--- config.mk ---
export PLATFORM = sky130hd
export DESIGN_NAME = npu_control_top
export DESIGN_NICKNAME = d
export VERILOG_FILES = /design/src/design/npu_pkg.sv /design/src/design/npu_control_top.sv /design/src/design/act_rd_arbiter.sv /design/src/design/fc_vector_walker.sv /design/src/design/conv_window_walker.sv /design/src/design/npu_layer_sequencer.sv
export SDC_FILE = /design/constraint.sdc
export NUM_CORES = 1
export LEC_CHECK = 0
export ABC_CLOCK_PERIOD_IN_PS = 7500
export BUFFER_PORTS_ARGS = -buffer_cell sky130_fd_sc_hd__buf_2
export CAP_MARGIN = 40
export CORE_MARGIN = 1
export CORE_UTILIZATION = 55
export DETAILED_ROUTE_END_ITERATION = 6
export PLACE_DENSITY = 0.77
export SLEW_MARGIN = 5
export SYNTH_ARGS = -nofsm -noshare
export SYNTH_HDL_FRONTEND = slang
export SYNTH_SLANG_ARGS = --single-unit
--- constraint.sdc ---
create_clock -name npu_clk -period 7.5 [get_ports npu_clk]
set_input_delay 1.5 -clock npu_clk [delete_from_list [all_inputs] [get_ports npu_clk]]
set_output_delay 1.5 -clock npu_clk [all_outputs]
set_load 0.02 [all_outputs]
--- src/design/npu_pkg.sv ---
package npu_pkg;

   ////////////////////////////////////////
   // Layer encoding
   ////////////////////////////////////////

   // Codes are visible to the host through npu_layer_in_progress
   typedef enum logic [2:0] {
      LAYER_IDLE    = 3'd0,
      LAYER_CONV1   = 3'd1,
      LAYER_CONV2   = 3'd2,
      LAYER_CONV3   = 3'd3,
      LAYER_FC1     = 3'd4,
      LAYER_FC2     = 3'd5,
      LAYER_SOFTMAX = 3'd6,
      LAYER_DONE    = 3'd7
   } layer_e;

   typedef logic [12:0] act_addr_t;
   typedef logic [4:0]  class_t;
   typedef logic [5:0]  row_cnt_t;

   ////////////////////////////////////////
   // Network geometry
   ////////////////////////////////////////

   // Input channels of conv1, conv2 and conv3
   localparam int CONV_IN_CH [0:2] = '{3, 8, 16};

   // Channels leaving conv3, flattened into fc1
   localparam int CONV3_OUT_CH = 24;

   localparam int FC2_IN_LEN = 64;

   // Cycles given to the MAC array to write a layer's results back
   localparam int RESULT_WAIT_CYCLES = 32;

   ////////////////////////////////////////
   // Activation memory map
   ////////////////////////////////////////

   // Each layer reads the section written by the layer before it
   localparam act_addr_t INPUT_IMAGE_BASE = 13'd0;
   localparam act_addr_t CONV1_OUT_BASE   = 13'd3072;
   localparam act_addr_t CONV2_OUT_BASE   = 13'd5120;
   localparam act_addr_t CONV3_OUT_BASE   = 13'd6144;
   localparam act_addr_t FC1_OUT_BASE     = 13'd6528;

endpackage
--- src/design/npu_control_top.sv ---
`timescale 1ns/1ns

module npu_control_top #(
   parameter int IMG_DIM = 32
) (
   input  logic               npu_clk,
   input  logic               npu_rst_n,
   input  logic               cfg_write_row,
   input  npu_pkg::row_cnt_t  cfg_start_threshold,
   input  logic               softmax_result_valid,
   input  npu_pkg::class_t    softmax_class,
   output logic               npu_active,
   output logic               npu_done,
   output npu_pkg::layer_e    npu_layer_in_progress,
   output npu_pkg::row_cnt_t  img_num_rows_written,
   output npu_pkg::class_t    npu_class_predicted,
   output logic               act_mem_rd_en,
   output npu_pkg::act_addr_t act_mem_rd_addr,
   output logic               act_mem_rd_bypass
);
   import npu_pkg::*;

   layer_e    layer;
   logic      layer_req;
   logic      conv_ack;
   logic      fc_ack;
   logic      conv_req;
   act_addr_t conv_rel_addr;
   logic      conv_pad;
   logic      conv_gnt;
   logic      fc_req;
   act_addr_t fc_rel_addr;
   logic      fc_gnt;

   ////////////////////////////////////////
   // Layer sequencing
   ////////////////////////////////////////

   npu_layer_sequencer u_seq (
      .npu_clk               (npu_clk),
      .npu_rst_n             (npu_rst_n),
      .cfg_write_row         (cfg_write_row),
      .cfg_start_threshold   (cfg_start_threshold),
      .softmax_result_valid  (softmax_result_valid),
      .softmax_class         (softmax_class),
      .conv_ack              (conv_ack),
      .fc_ack                (fc_ack),
      .layer                 (layer),
      .layer_req             (layer_req),
      .npu_active            (npu_active),
      .npu_done              (npu_done),
      .npu_layer_in_progress (npu_layer_in_progress),
      .img_num_rows_written  (img_num_rows_written),
      .npu_class_predicted   (npu_class_predicted)
   );

   ////////////////////////////////////////
   // Layer walkers and read port
   ////////////////////////////////////////

   conv_window_walker #(
      .IMG_DIM (IMG_DIM)
   ) u_conv_walker (
      .npu_clk     (npu_clk),
      .npu_rst_n   (npu_rst_n),
      .layer       (layer),
      .layer_req   (layer_req),
      .conv_ack    (conv_ack),
      .rd_req      (conv_req),
      .rd_rel_addr (conv_rel_addr),
      .rd_pad      (conv_pad),
      .conv_gnt    (conv_gnt)
   );

   fc_vector_walker #(
      .IMG_DIM (IMG_DIM)
   ) u_fc_walker (
      .npu_clk     (npu_clk),
      .npu_rst_n   (npu_rst_n),
      .layer       (layer),
      .layer_req   (layer_req),
      .fc_ack      (fc_ack),
      .rd_req      (fc_req),
      .rd_rel_addr (fc_rel_addr),
      .fc_gnt      (fc_gnt)
   );

   act_rd_arbiter u_arb (
      .npu_clk           (npu_clk),
      .npu_rst_n         (npu_rst_n),
      .layer             (layer),
      .conv_req          (conv_req),
      .conv_rel_addr     (conv_rel_addr),
      .conv_pad          (conv_pad),
      .conv_gnt          (conv_gnt),
      .fc_req            (fc_req),
      .fc_rel_addr       (fc_rel_addr),
      .fc_gnt            (fc_gnt),
      .act_mem_rd_en     (act_mem_rd_en),
      .act_mem_rd_addr   (act_mem_rd_addr),
      .act_mem_rd_bypass (act_mem_rd_bypass)
   );

endmodule

--- src/design/act_rd_arbiter.sv ---
`timescale 1ns/1ns

module act_rd_arbiter (
   input  logic               npu_clk,
   input  logic               npu_rst_n,
   input  npu_pkg::layer_e    layer,
   input  logic               conv_req,
   input  npu_pkg::act_addr_t conv_rel_addr,
   input  logic               conv_pad,
   output logic               conv_gnt,
   input  logic               fc_req,
   input  npu_pkg::act_addr_t fc_rel_addr,
   output logic               fc_gnt,
   output logic               act_mem_rd_en,
   output npu_pkg::act_addr_t act_mem_rd_addr,
   output logic               act_mem_rd_bypass
);
   import npu_pkg::*;

   act_addr_t sect_base;
   act_addr_t rel_addr;

   // Fixed priority, conv walker first
   assign conv_gnt = conv_req;
   assign fc_gnt   = fc_req && !conv_req;
   assign rel_addr = conv_gnt ? conv_rel_addr : fc_rel_addr;

   // Section written by the previous layer
   always_comb begin
      case (layer)
         LAYER_CONV2: sect_base = CONV1_OUT_BASE;
         LAYER_CONV3: sect_base = CONV2_OUT_BASE;
         LAYER_FC1:   sect_base = CONV3_OUT_BASE;
         LAYER_FC2:   sect_base = FC1_OUT_BASE;
         default:     sect_base = INPUT_IMAGE_BASE;
      endcase
   end

   always_ff @(posedge npu_clk or negedge npu_rst_n) begin
      if (!npu_rst_n) begin
         act_mem_rd_en     <= 1'b0;
         act_mem_rd_bypass <= 1'b0;
      end else begin
         act_mem_rd_en     <= conv_req || fc_req;
         act_mem_rd_bypass <= conv_gnt && conv_pad;
      end
   end

   always_ff @(posedge npu_clk) begin
      act_mem_rd_addr <= rel_addr + sect_base;
   end

endmodule

--- src/design/fc_vector_walker.sv ---
`timescale 1ns/1ns

module fc_vector_walker #(
   parameter int IMG_DIM = 32
) (
   input  logic               npu_clk,
   input  logic               npu_rst_n,
   input  npu_pkg::layer_e    layer,
   input  logic               layer_req,
   output logic               fc_ack,
   output logic               rd_req,
   output npu_pkg::act_addr_t rd_rel_addr,
   input  logic               fc_gnt
);
   import npu_pkg::*;

   // Conv3 output after the last pool, flattened
   localparam int FC1_IN_LEN = CONV3_OUT_CH * (IMG_DIM / 8) * (IMG_DIM / 8);
   localparam int MAX_LEN    = (FC1_IN_LEN > FC2_IN_LEN) ? FC1_IN_LEN : FC2_IN_LEN;
   localparam int CNT_W      = $clog2(MAX_LEN);

   logic [CNT_W-1:0] rd_cnt;
   logic [CNT_W-1:0] cnt_last;
   logic             is_fc;

   assign is_fc    = (layer == LAYER_FC1) || (layer == LAYER_FC2);
   assign cnt_last = (layer == LAYER_FC1) ? CNT_W'(FC1_IN_LEN - 1) : CNT_W'(FC2_IN_LEN - 1);
   assign rd_req   = layer_req && is_fc && !fc_ack;

   // Input vector is read linearly
   assign rd_rel_addr = act_addr_t'(rd_cnt);

   always_ff @(posedge npu_clk or negedge npu_rst_n) begin
      if (!npu_rst_n) begin
         rd_cnt <= '0;
         fc_ack <= 1'b0;
      end else begin
         if (fc_gnt) begin
            rd_cnt <= (rd_cnt == cnt_last) ? '0 : rd_cnt + CNT_W'(1);
         end
         if (!layer_req) begin
            fc_ack <= 1'b0;
         end else if (fc_gnt && (rd_cnt == cnt_last)) begin
            fc_ack <= 1'b1;
         end
      end
   end

endmodule

--- src/design/conv_window_walker.sv ---
`timescale 1ns/1ns

module conv_window_walker #(
   parameter int IMG_DIM = 32
) (
   input  logic               npu_clk,
   input  logic               npu_rst_n,
   input  npu_pkg::layer_e    layer,
   input  logic               layer_req,
   output logic               conv_ack,
   output logic               rd_req,
   output npu_pkg::act_addr_t rd_rel_addr,
   output logic               rd_pad,
   input  logic               conv_gnt
);
   import npu_pkg::*;

   localparam int CW   = $clog2(IMG_DIM);
   localparam int DW   = CW + 1;
   localparam int QW   = CW - 1;
   localparam int CH_W = $clog2(CONV_IN_CH[2]);

   logic [DW-1:0]   dim;
   logic [QW-1:0]   quad_max;
   logic [CH_W-1:0] ch_max;
   logic            is_conv;

   logic [QW-1:0]   quad_row;
   logic [QW-1:0]   quad_col;
   logic [1:0]      quad_pos;
   logic [1:0]      filt_row;
   logic [CH_W-1:0] in_ch;
   logic [1:0]      filt_col;

   logic            col_wrap;
   logic            ch_wrap;
   logic            pix_last;
   logic            pos_wrap;
   logic            qcol_wrap;
   logic            layer_last;

   // Tap coordinates shifted by one so the top and left padding sit at zero
   logic [DW-1:0]   tap_row_p;
   logic [DW-1:0]   tap_col_p;
   logic [DW-1:0]   tap_row;
   logic [DW-1:0]   tap_col;

   // Each conv layer halves the width of the one before
   always_comb begin
      case (layer)
         LAYER_CONV2: begin
            dim    = DW'(IMG_DIM / 2);
            ch_max = CH_W'(CONV_IN_CH[1] - 1);
         end
         LAYER_CONV3: begin
            dim    = DW'(IMG_DIM / 4);
            ch_max = CH_W'(CONV_IN_CH[2] - 1);
         end
         default: begin
            dim    = DW'(IMG_DIM);
            ch_max = CH_W'(CONV_IN_CH[0] - 1);
         end
      endcase
      quad_max = QW'((dim >> 1) - DW'(1));
   end

   assign is_conv = layer inside {LAYER_CONV1, LAYER_CONV2, LAYER_CONV3};
   assign rd_req  = layer_req && is_conv && !conv_ack;

   ////////////////////////////////////////
   // Window counters
   ////////////////////////////////////////

   // Filter column fastest, then input channel, then filter row
   assign col_wrap   = (filt_col == 2'd2);
   assign ch_wrap    = col_wrap && (in_ch == ch_max);
   assign pix_last   = ch_wrap && (filt_row == 2'd2);
   assign pos_wrap   = pix_last && (quad_pos == 2'd3);
   assign qcol_wrap  = pos_wrap && (quad_col == quad_max);
   assign layer_last = qcol_wrap && (quad_row == quad_max);

   always_ff @(posedge npu_clk or negedge npu_rst_n) begin
      if (!npu_rst_n) begin
         quad_row <= '0;
         quad_col <= '0;
         quad_pos <= '0;
         filt_row <= '0;
         in_ch    <= '0;
         filt_col <= '0;
      end else if (conv_gnt) begin
         filt_col <= col_wrap ? 2'd0 : filt_col + 2'd1;
         if (col_wrap) begin
            in_ch <= (in_ch == ch_max) ? '0 : in_ch + CH_W'(1);
         end
         if (ch_wrap) begin
            filt_row <= (filt_row == 2'd2) ? 2'd0 : filt_row + 2'd1;
         end
         // Four pixels of a 2x2 quad in a row, for the max-pool stage
         if (pix_last) begin
            quad_pos <= quad_pos + 2'd1;
         end
         if (pos_wrap) begin
            quad_col <= (quad_col == quad_max) ? '0 : quad_col + QW'(1);
         end
         if (qcol_wrap) begin
            quad_row <= (quad_row == quad_max) ? '0 : quad_row + QW'(1);
         end
      end
   end

   ////////////////////////////////////////
   // Tap position and address
   ////////////////////////////////////////

   assign tap_row_p = DW'({quad_row, quad_pos[1]}) + DW'(filt_row);
   assign tap_col_p = DW'({quad_col, quad_pos[0]}) + DW'(filt_col);
   assign tap_row   = tap_row_p - DW'(1);
   assign tap_col   = tap_col_p - DW'(1);

   assign rd_pad = (tap_row_p == '0) || (tap_row_p > dim) ||
                   (tap_col_p == '0) || (tap_col_p > dim);

   // Channel planes are stored one after another, row major inside
   assign rd_rel_addr = rd_pad ? '0 :
                        act_addr_t'(in_ch) * act_addr_t'(dim) * act_addr_t'(dim) +
                        act_addr_t'(tap_row) * act_addr_t'(dim) + act_addr_t'(tap_col);

   always_ff @(posedge npu_clk or negedge npu_rst_n) begin
      if (!npu_rst_n) begin
         conv_ack <= 1'b0;
      end else if (!layer_req) begin
         conv_ack <= 1'b0;
      end else if (conv_gnt && layer_last) begin
         conv_ack <= 1'b1;
      end
   end

endmodule

--- src/design/npu_layer_sequencer.sv ---
`timescale 1ns/1ns

module npu_layer_sequencer (
   input  logic              npu_clk,
   input  logic              npu_rst_n,
   input  logic              cfg_write_row,
   input  npu_pkg::row_cnt_t cfg_start_threshold,
   input  logic              softmax_result_valid,
   input  npu_pkg::class_t   softmax_class,
   input  logic              conv_ack,
   input  logic              fc_ack,
   output npu_pkg::layer_e   layer,
   output logic              layer_req,
   output logic              npu_active,
   output logic              npu_done,
   output npu_pkg::layer_e   npu_layer_in_progress,
   output npu_pkg::row_cnt_t img_num_rows_written,
   output npu_pkg::class_t   npu_class_predicted
);
   import npu_pkg::*;

   typedef enum logic [2:0] {
      ST_IDLE,
      ST_REQ,
      ST_RELEASE,
      ST_WAIT,
      ST_SOFTMAX,
      ST_DONE
   } seq_state_e;

   localparam int WAIT_W = $clog2(RESULT_WAIT_CYCLES);

   seq_state_e        state;
   layer_e            cur_layer;
   logic              fc1_second;
   logic [WAIT_W-1:0] wait_cnt;
   logic              walker_ack;
   logic              start_trig;
   logic              wait_last;

   // Run starts once enough rows are in, a zero threshold never starts
   assign start_trig = (img_num_rows_written >= cfg_start_threshold) &&
                       (cfg_start_threshold != '0);

   assign wait_last = (wait_cnt == WAIT_W'(RESULT_WAIT_CYCLES - 1));

   // Only the walker that serves the current layer answers
   assign walker_ack = (cur_layer inside {LAYER_CONV1, LAYER_CONV2, LAYER_CONV3}) ?
                       conv_ack : fc_ack;

   ////////////////////////////////////////
   // Layer FSM
   ////////////////////////////////////////

   always_ff @(posedge npu_clk or negedge npu_rst_n) begin
      if (!npu_rst_n) begin
         state      <= ST_IDLE;
         cur_layer  <= LAYER_IDLE;
         fc1_second <= 1'b0;
         wait_cnt   <= '0;
      end else begin
         case (state)
            ST_IDLE: begin
               if (start_trig) begin
                  state     <= ST_REQ;
                  cur_layer <= LAYER_CONV1;
               end
            end
            ST_REQ: begin
               if (walker_ack) begin
                  state <= ST_RELEASE;
               end
            end
            ST_RELEASE: begin
               // Wait for the walker to drop its ack before moving on
               if (!walker_ack) begin
                  if (cur_layer == LAYER_FC2) begin
                     state     <= ST_SOFTMAX;
                     cur_layer <= LAYER_SOFTMAX;
                  end else begin
                     state    <= ST_WAIT;
                     wait_cnt <= '0;
                  end
               end
            end
            ST_WAIT: begin
               wait_cnt <= wait_cnt + WAIT_W'(1);
               if (wait_last) begin
                  state <= ST_REQ;
                  case (cur_layer)
                     LAYER_CONV1: cur_layer <= LAYER_CONV2;
                     LAYER_CONV2: cur_layer <= LAYER_CONV3;
                     LAYER_CONV3: cur_layer <= LAYER_FC1;
                     default: begin
                        // fc1 is run as two halves before fc2
                        fc1_second <= !fc1_second;
                        if (fc1_second) begin
                           cur_layer <= LAYER_FC2;
                        end
                     end
                  endcase
               end
            end
            ST_SOFTMAX: begin
               if (softmax_result_valid) begin
                  state     <= ST_DONE;
                  cur_layer <= LAYER_DONE;
               end
            end
            ST_DONE: begin
               // Next image write from the host rearms the unit
               if (cfg_write_row) begin
                  state     <= ST_IDLE;
                  cur_layer <= LAYER_IDLE;
               end
            end
            default: begin
               state     <= ST_IDLE;
               cur_layer <= LAYER_IDLE;
            end
         endcase
      end
   end

   // Host row counter, held clear while done
   always_ff @(posedge npu_clk or negedge npu_rst_n) begin
      if (!npu_rst_n) begin
         img_num_rows_written <= '0;
      end else if (state == ST_DONE) begin
         img_num_rows_written <= '0;
      end else if (cfg_write_row) begin
         img_num_rows_written <= img_num_rows_written + 6'd1;
      end
   end

   always_ff @(posedge npu_clk) begin
      if (softmax_result_valid) begin
         npu_class_predicted <= softmax_class;
      end
   end

   assign layer                 = cur_layer;
   assign npu_layer_in_progress = cur_layer;
   assign layer_req             = (state == ST_REQ);
   assign npu_done              = (state == ST_DONE);
   assign npu_active            = (state != ST_IDLE) && (state != ST_DONE);

endmodule

Word-level counts from Yosys, hierarchy flattened --
Cells that the tools add are included.
Cells by class: bitwise gates (word level) 2, add/subtract/negate cells 17, multiply operators 3, reduce and logical (&&, ||, !) cells 42, multiplexer cells 37, div/mod/pow operators 0, equal/unequal tests 30, order comparisons 3, shifts and indexed selects 0
Operators with widths (count):
- $pmux 13 s4 | 1
- $mux 3 | 12
- $pmux 3 s6 | 2
- $mux 13 | 2
- $mux 9 | 2
- $logic_and 1x1->1 | 15
- $add 13x12->13 | 1
- $add 13x13->13 | 1
- $add 13x6->13 | 1
- $mul 10x6->13 | 1
- $add 4x1->4 const B | 3
- $add 5x2->6 | 2
- $eq 3x2->1 const B | 4
- $eq 3x3->1 const B | 4
- $eq 4x4->1 | 3
- $gt 6x6->1 | 2
- $logic_not 6->1 | 2
- $mul 6x6->12 | 1
- $mux 4 | 3
- $mux 6 | 2
- $ne 2x2->1 const B | 6
- $pmux 6 s2 | 1
- $sub 6x1->6 const B | 2
- $mul 4x6->10 | 1
- other kinds (31) | 60
Word-level totals: input port bits 15, memory bits (writable) 0, bits in read-only memories 0, output and inout bits 31, bits in latches 0, register bits 67, memories 0

Logic depth before layout (Yosys ltp) --
depth after elaboration 11, depth in mapped cells 33, depth with buffers taken out 31

Hierarchy --
A second synthesis with hierarchy kept.
Unflattened totals: cells, all modules 655, area, all modules 6038.3 um2
Modules (own cells, without submodules):
- conv_window_walker | area each 3314.4 um2, instances 1, cells an instance 398, seq. area each 475.5 um2
- npu_layer_sequencer | area each 1402.6 um2, instances 1, cells an instance 142, seq. area each 600.6 um2
- act_rd_arbiter | area each 729.4 um2, instances 1, cells an instance 60, seq. area each 310.3 um2
- fc_vector_walker | area each 591.8 um2, instances 1, cells an instance 55, seq. area each 250.2 um2

Worst setup path before layout --
No wires, ideal clock.
kind flip-flop to flip-flop, start point register u_seq.cur_layer[2] (netlist: u_seq.layer[2]), end point register u_arb.act_mem_rd_addr[12], data arrival time 7.260 ns, clock period less this slack 7.383 ns, required time 7.377 ns, path buffers 2, cell stages (with the launch flop) 33, setup slack 0.117 ns, cells stage by stage dfrtp_1 inv_1 ha_1 clkbuf_1 inv_1 nor3_1 clkbuf_1 and2_1 fa_1 ha_1 fa_1 nand2_1 fa_1 inv_1 ha_1 fa_1 inv_1 fa_1 inv_1 ha_1 ha_1 inv_1 o21bai_1 a21oi_1 xor2_1 nor2_1 ha_1 nand2_1 nor3_1 nor2b_1 mux2i_1 o22ai_2 xor2_1
Between the ends: word-level cells in the longest chain between the ends 9, elaborated cells on any way between the ends 23
Ends and longest elaborated chain:
- from (decl) | RTL line npu_layer_sequencer.sv:34 | layer_e cur_layer;
- from (signal assigned) | RTL line npu_layer_sequencer.sv:58 | cur_layer <= LAYER_IDLE;
- from (signal assigned) | RTL line npu_layer_sequencer.sv:66 | cur_layer <= LAYER_CONV1;
- from (signal assigned) | RTL line npu_layer_sequencer.sv:79 | cur_layer <= LAYER_SOFTMAX;
- $eq 3x2->1 | RTL line act_rd_arbiter.sv:30, conv_window_walker.sv:50, conv_window_walker.sv:67
- $pmux 6 s2 | RTL line conv_window_walker.sv:50 | case (layer)
- $mul 4x6->10 / $gt 6x6->1 (equally long branches) | RTL line conv_window_walker.sv:125, conv_window_walker.sv:120
- $mul 10x6->13 / $logic_or 1x1->1 (equally long branches) | RTL line conv_window_walker.sv:125, conv_window_walker.sv:120
- $add 13x12->13 / $logic_or 1x1->1 (equally long branches) | RTL line conv_window_walker.sv:125, conv_window_walker.sv:120
- $add 13x6->13 / $logic_or 1x1->1 (equally long branches) | RTL line conv_window_walker.sv:126, conv_window_walker.sv:121
- $mux 13 | RTL line conv_window_walker.sv:124 | assign rd_rel_addr = rd_pad ? '0 :
- $mux 13 | RTL line act_rd_arbiter.sv:26 | assign rel_addr = conv_gnt ? conv_rel_addr : fc_rel_addr;
- $add 13x13->13 (*) | RTL line act_rd_arbiter.sv:50 | act_mem_rd_addr <= rel_addr + sect_base;
- to (signal assigned) | RTL line act_rd_arbiter.sv:50
- to (decl) | RTL line act_rd_arbiter.sv:15 | output npu_pkg::act_addr_t act_mem_rd_addr,
Mark *: on every way between the ends. The rest lies on a longest branch, timed or not. A chain may end at the register's enable or synchronous reset.

Worst setup path after layout --
Ends and elaborated chain as after synthesis.

==> metrics.txt <==
status finished clean; initial antenna violation count 0; worst rel slew slack 44.8%; DRT Wirelength 11700 um; reg2reg start u_seq.layer[2]; GRT Overall Usage 23.0%; vias in the first global route 4432; number of buffers added on ports 45; Starting Density 56.5%; Multi-input gate area 3840 sq um; R2R Setup Slk 0.42 ns; Slew Limit Fails 0; Ports 46; Worst VDD drop 157 uV; post-route cell area 6310 sq um; Final Net Count 777; sequential share of power 33.5%; crit-path max FO 8; clock sink count 67; Int Pwr 0.000867 W; number of synthesized flops with an enable pin 5; worst skew pair latency 0.35 ns; switching portion of total power 42.0%; Post-Syn Instances 625; register area 1640 sq um; Worst-path clk slew 0.08 ns; cell area power density 237 nW/um^2; Synth Cell Area 5800 sq um; clock network power share 20.2%; crit path capture type register; Slew @ Worst Pin 0.828 ns; Async SR Flop Fraction 73.1%; Worst Hold Launch u_seq.fc1_second; placed cell area 6100 sq um; Hold Path End u_seq.fc1_second; Via density 5.57; dpl cells 786; CTS tree yes; synth unique cells 71; Antenna Cells 0; ys flop type dfrtp_1; H-tree depth 3; setup repair bufs after CTS 0; HP Class reg -> reg; yosys warns 0; worst stage delay on the critical path 0.58 ns; largest net degree at the start of global routing 50; final worst path period share 94.4%; Setup Viol. Count Final 0; first-pass GRT wire length 20200 um; max-cap violation count 0; crit path time final 7.08 ns; core area 10300 sq um; Worst R2R Path Depth 30; Hold Fails Final Rpt 0; Filler Cell Count 883; die area 11000 sq um; routability cong. 0.838; die width 105 um; Mean Syn Cell Area 9.29 sq um; fin cells 802; RSZ-0062 raised after global routing false; Area Overhead vs Synth 8.75%; DRC violations left 0; worst path arrival time 7.32 ns; HPWL after detailed placement 9160 um; FMAX 141 MHz; via count 4464; Initial DRC Count 205; logic gate share of total power 46.4%; #FFs+latches synth 67; Final Skew 0.0135 ns; syn nets 741; Critical Path RT 7.74 ns; CTS Buf Count 9; Root Buffer clkbuf_8; Startpoint Class register; Remaining Overflow, GRT 0; Leakage 3.25 nW; switching power total 0.000629 W; critical path's slowest cell fa_1; Seq/Total Area, Yosys 28.2%; worst r2r dst u_arb.act_mem_rd_addr[12]; worst hold stages 1; share of cells above drive strength 1 14.6%; most used cell, CP ha_1; Setup CP Type reg -> reg; Antenna Violating Nets Remaining 0; CTS Buffer Depth 2; die height 105 um; drt pass-1 iters 4; Final TNS setup 0 ns; row count 37; WL/cell 14.6 um
-- layout by cell type (no fill, tap or decap), drive strengths merged, types with 3 or more instances in the layout --
cell     n
nand2   47
and2    13
nand4b   3
nand3   15
o211ai   3
or3      3
nor2    71
nand2b  10
nor3    13
a31oi    5
a32o     4
o31ai    3
nand4   10
xor2    16
inv     57
a21oi   19
dfxtp   13
mux2i    8
buf     50
and3     9
ha      79
edfxtp   5
dfrtp   49
o21ai   34
clkbuf  10
fa      22
xnor2   28
mux2     5
nor2b    7
a22o     5
o22ai    3
a21o    17
-- worst max path at each step --
stage / from / endpoint / slack [ns] / depth (start not counted)
global route: u_seq.layer[2] / u_arb.act_mem_rd_addr[12] / 0.01 / 30
detailed placement: u_seq.layer[2] / u_arb.act_mem_rd_addr[12] / 0.14 / 30
CTS: u_seq.layer[2] / u_arb.act_mem_rd_addr[12] / 0.14 / 30
floorplan: u_seq.layer[2] / u_arb.act_mem_rd_addr[12] / 0.12 / 32
global placement: u_seq.layer[2] / u_arb.act_mem_rd_addr[12] / 0.45 / 30
finish: u_seq.layer[2] / u_arb.act_mem_rd_addr[12] / 0.42 / 30
-- routing by layer --
layer,up-vias,global-route usage (%),wire [um]
met3,17,5.93,560
met1,2145,27.4,5140
met4,0,5.94,178
li1,2211,-,-
met5,-,0,0
met2,91,40.9,5850
-- state kept, by name (all words and copies together), names as in the netlist, 2 cells and up --
signal / count
u_seq.img_num_rows_written: 6
u_seq.npu_class_predicted: 5
u_conv_walker.in_ch: 4
u_conv_walker.filt_row: 2
u_conv_walker.filt_col: 2
u_conv_walker.quad_pos: 2
u_fc_walker.rd_cnt: 9
u_conv_walker.quad_col: 4
u_seq.layer: 3
u_seq.wait_cnt: 5
u_arb.act_mem_rd_addr: 13
u_conv_walker.quad_row: 4
u_seq.state: 3
-- layout make-up --
cell class | count | area share, %
multi-input combinational | 477 | 60.8
inverter | 56 | 3.37
timing repair buffer | 50 | 4.16
clock buffer | 10 | 2.02
sequential | 67 | 26.0
tap | 136 | 2.70
clock inverter | 6 | 1.01
-- critical path: cells and delay by family, from the launching register on --
family	cells	cell delay [ns]
AOI/OAI and AO/OA	3	0.37
xor gates and xnor gates	2	0.36
adders and majority gates	11	4.29
buffers and inverters	6	0.42
DFF	1	0.46
muxes	1	0.18
and+or+nand+nor	7	0.88
-- power groups by stage --
stage	combinational, W	sequential, W	clock (W)
global route	0.000785	0.000510	0.000322
detailed placement	0.000693	0.000506	0
global placement	0.000664	0.000502	0
finish	0.000693	0.000500	0.000302
floorplan	0.000527	0.000506	0
CTS	0.000700	0.000498	0.000307
-- Yosys cell counts, types with 13 or more instances --
library cell  number  area share (%)
ha_1              79              17
nor2_1            69             4.5
inv_1             54             3.5
dfrtp_1           49              21
nand2_1           45             2.9
o21ai_0           30             2.6
xnor2_1           28             4.2
fa_1              22             7.6
a21o_1            17             2.2
a21oi_1           17             1.5
xor2_1            16             2.4
nand3_1           15             1.3
dfxtp_1           13             4.5
-- stage by stage --
step | hold slack, ns | setup WS (ns) | total power, W | utilization (%)
6_report | 0.466 | 0.420 | 0.00150 | 61.4
5_1_grt | 0.490 | 0.00956 | 0.00162 | 61.4
4_1_cts | 0.470 | 0.140 | 0.00150 | 61.2
3_5_place_dp | 0.457 | 0.142 | 0.00120 | 59.4
3_3_place_gp | 0.457 | 0.453 | 0.00117 | 59.4
2_1_floorplan | 0.437 | 0.117 | 0.00103 | -
-- kinds of logic (layout without fill, tap and decap cells) --
| logic type | Yosys count | after routing | share of synthesized area [%] |
|---|---|---|---|
| AOI/OAI and AO/OA | 107 | 107 | 12.9 |
| xor gates and xnor gates | 45 | 45 | 7.03 |
| adders and majority gates | 101 | 101 | 24.6 |
| buffers and inverters | 81 | 122 | 5.97 |
| DFF | 67 | 67 | 28.2 |
| muxes | 13 | 13 | 2.48 |
| other | 1 | 1 | 0.0646 |
| and+or+nand+nor | 210 | 210 | 18.8 |
-- timing repair --
action | in CTS | in global routing
resized for setup | 0 | 8
endpoints found under the hold margin | 0 | 0
setup endpoints to repair | 0 | 1
hold buffers | 0 | 0
(Power assumes the default switching activity.)
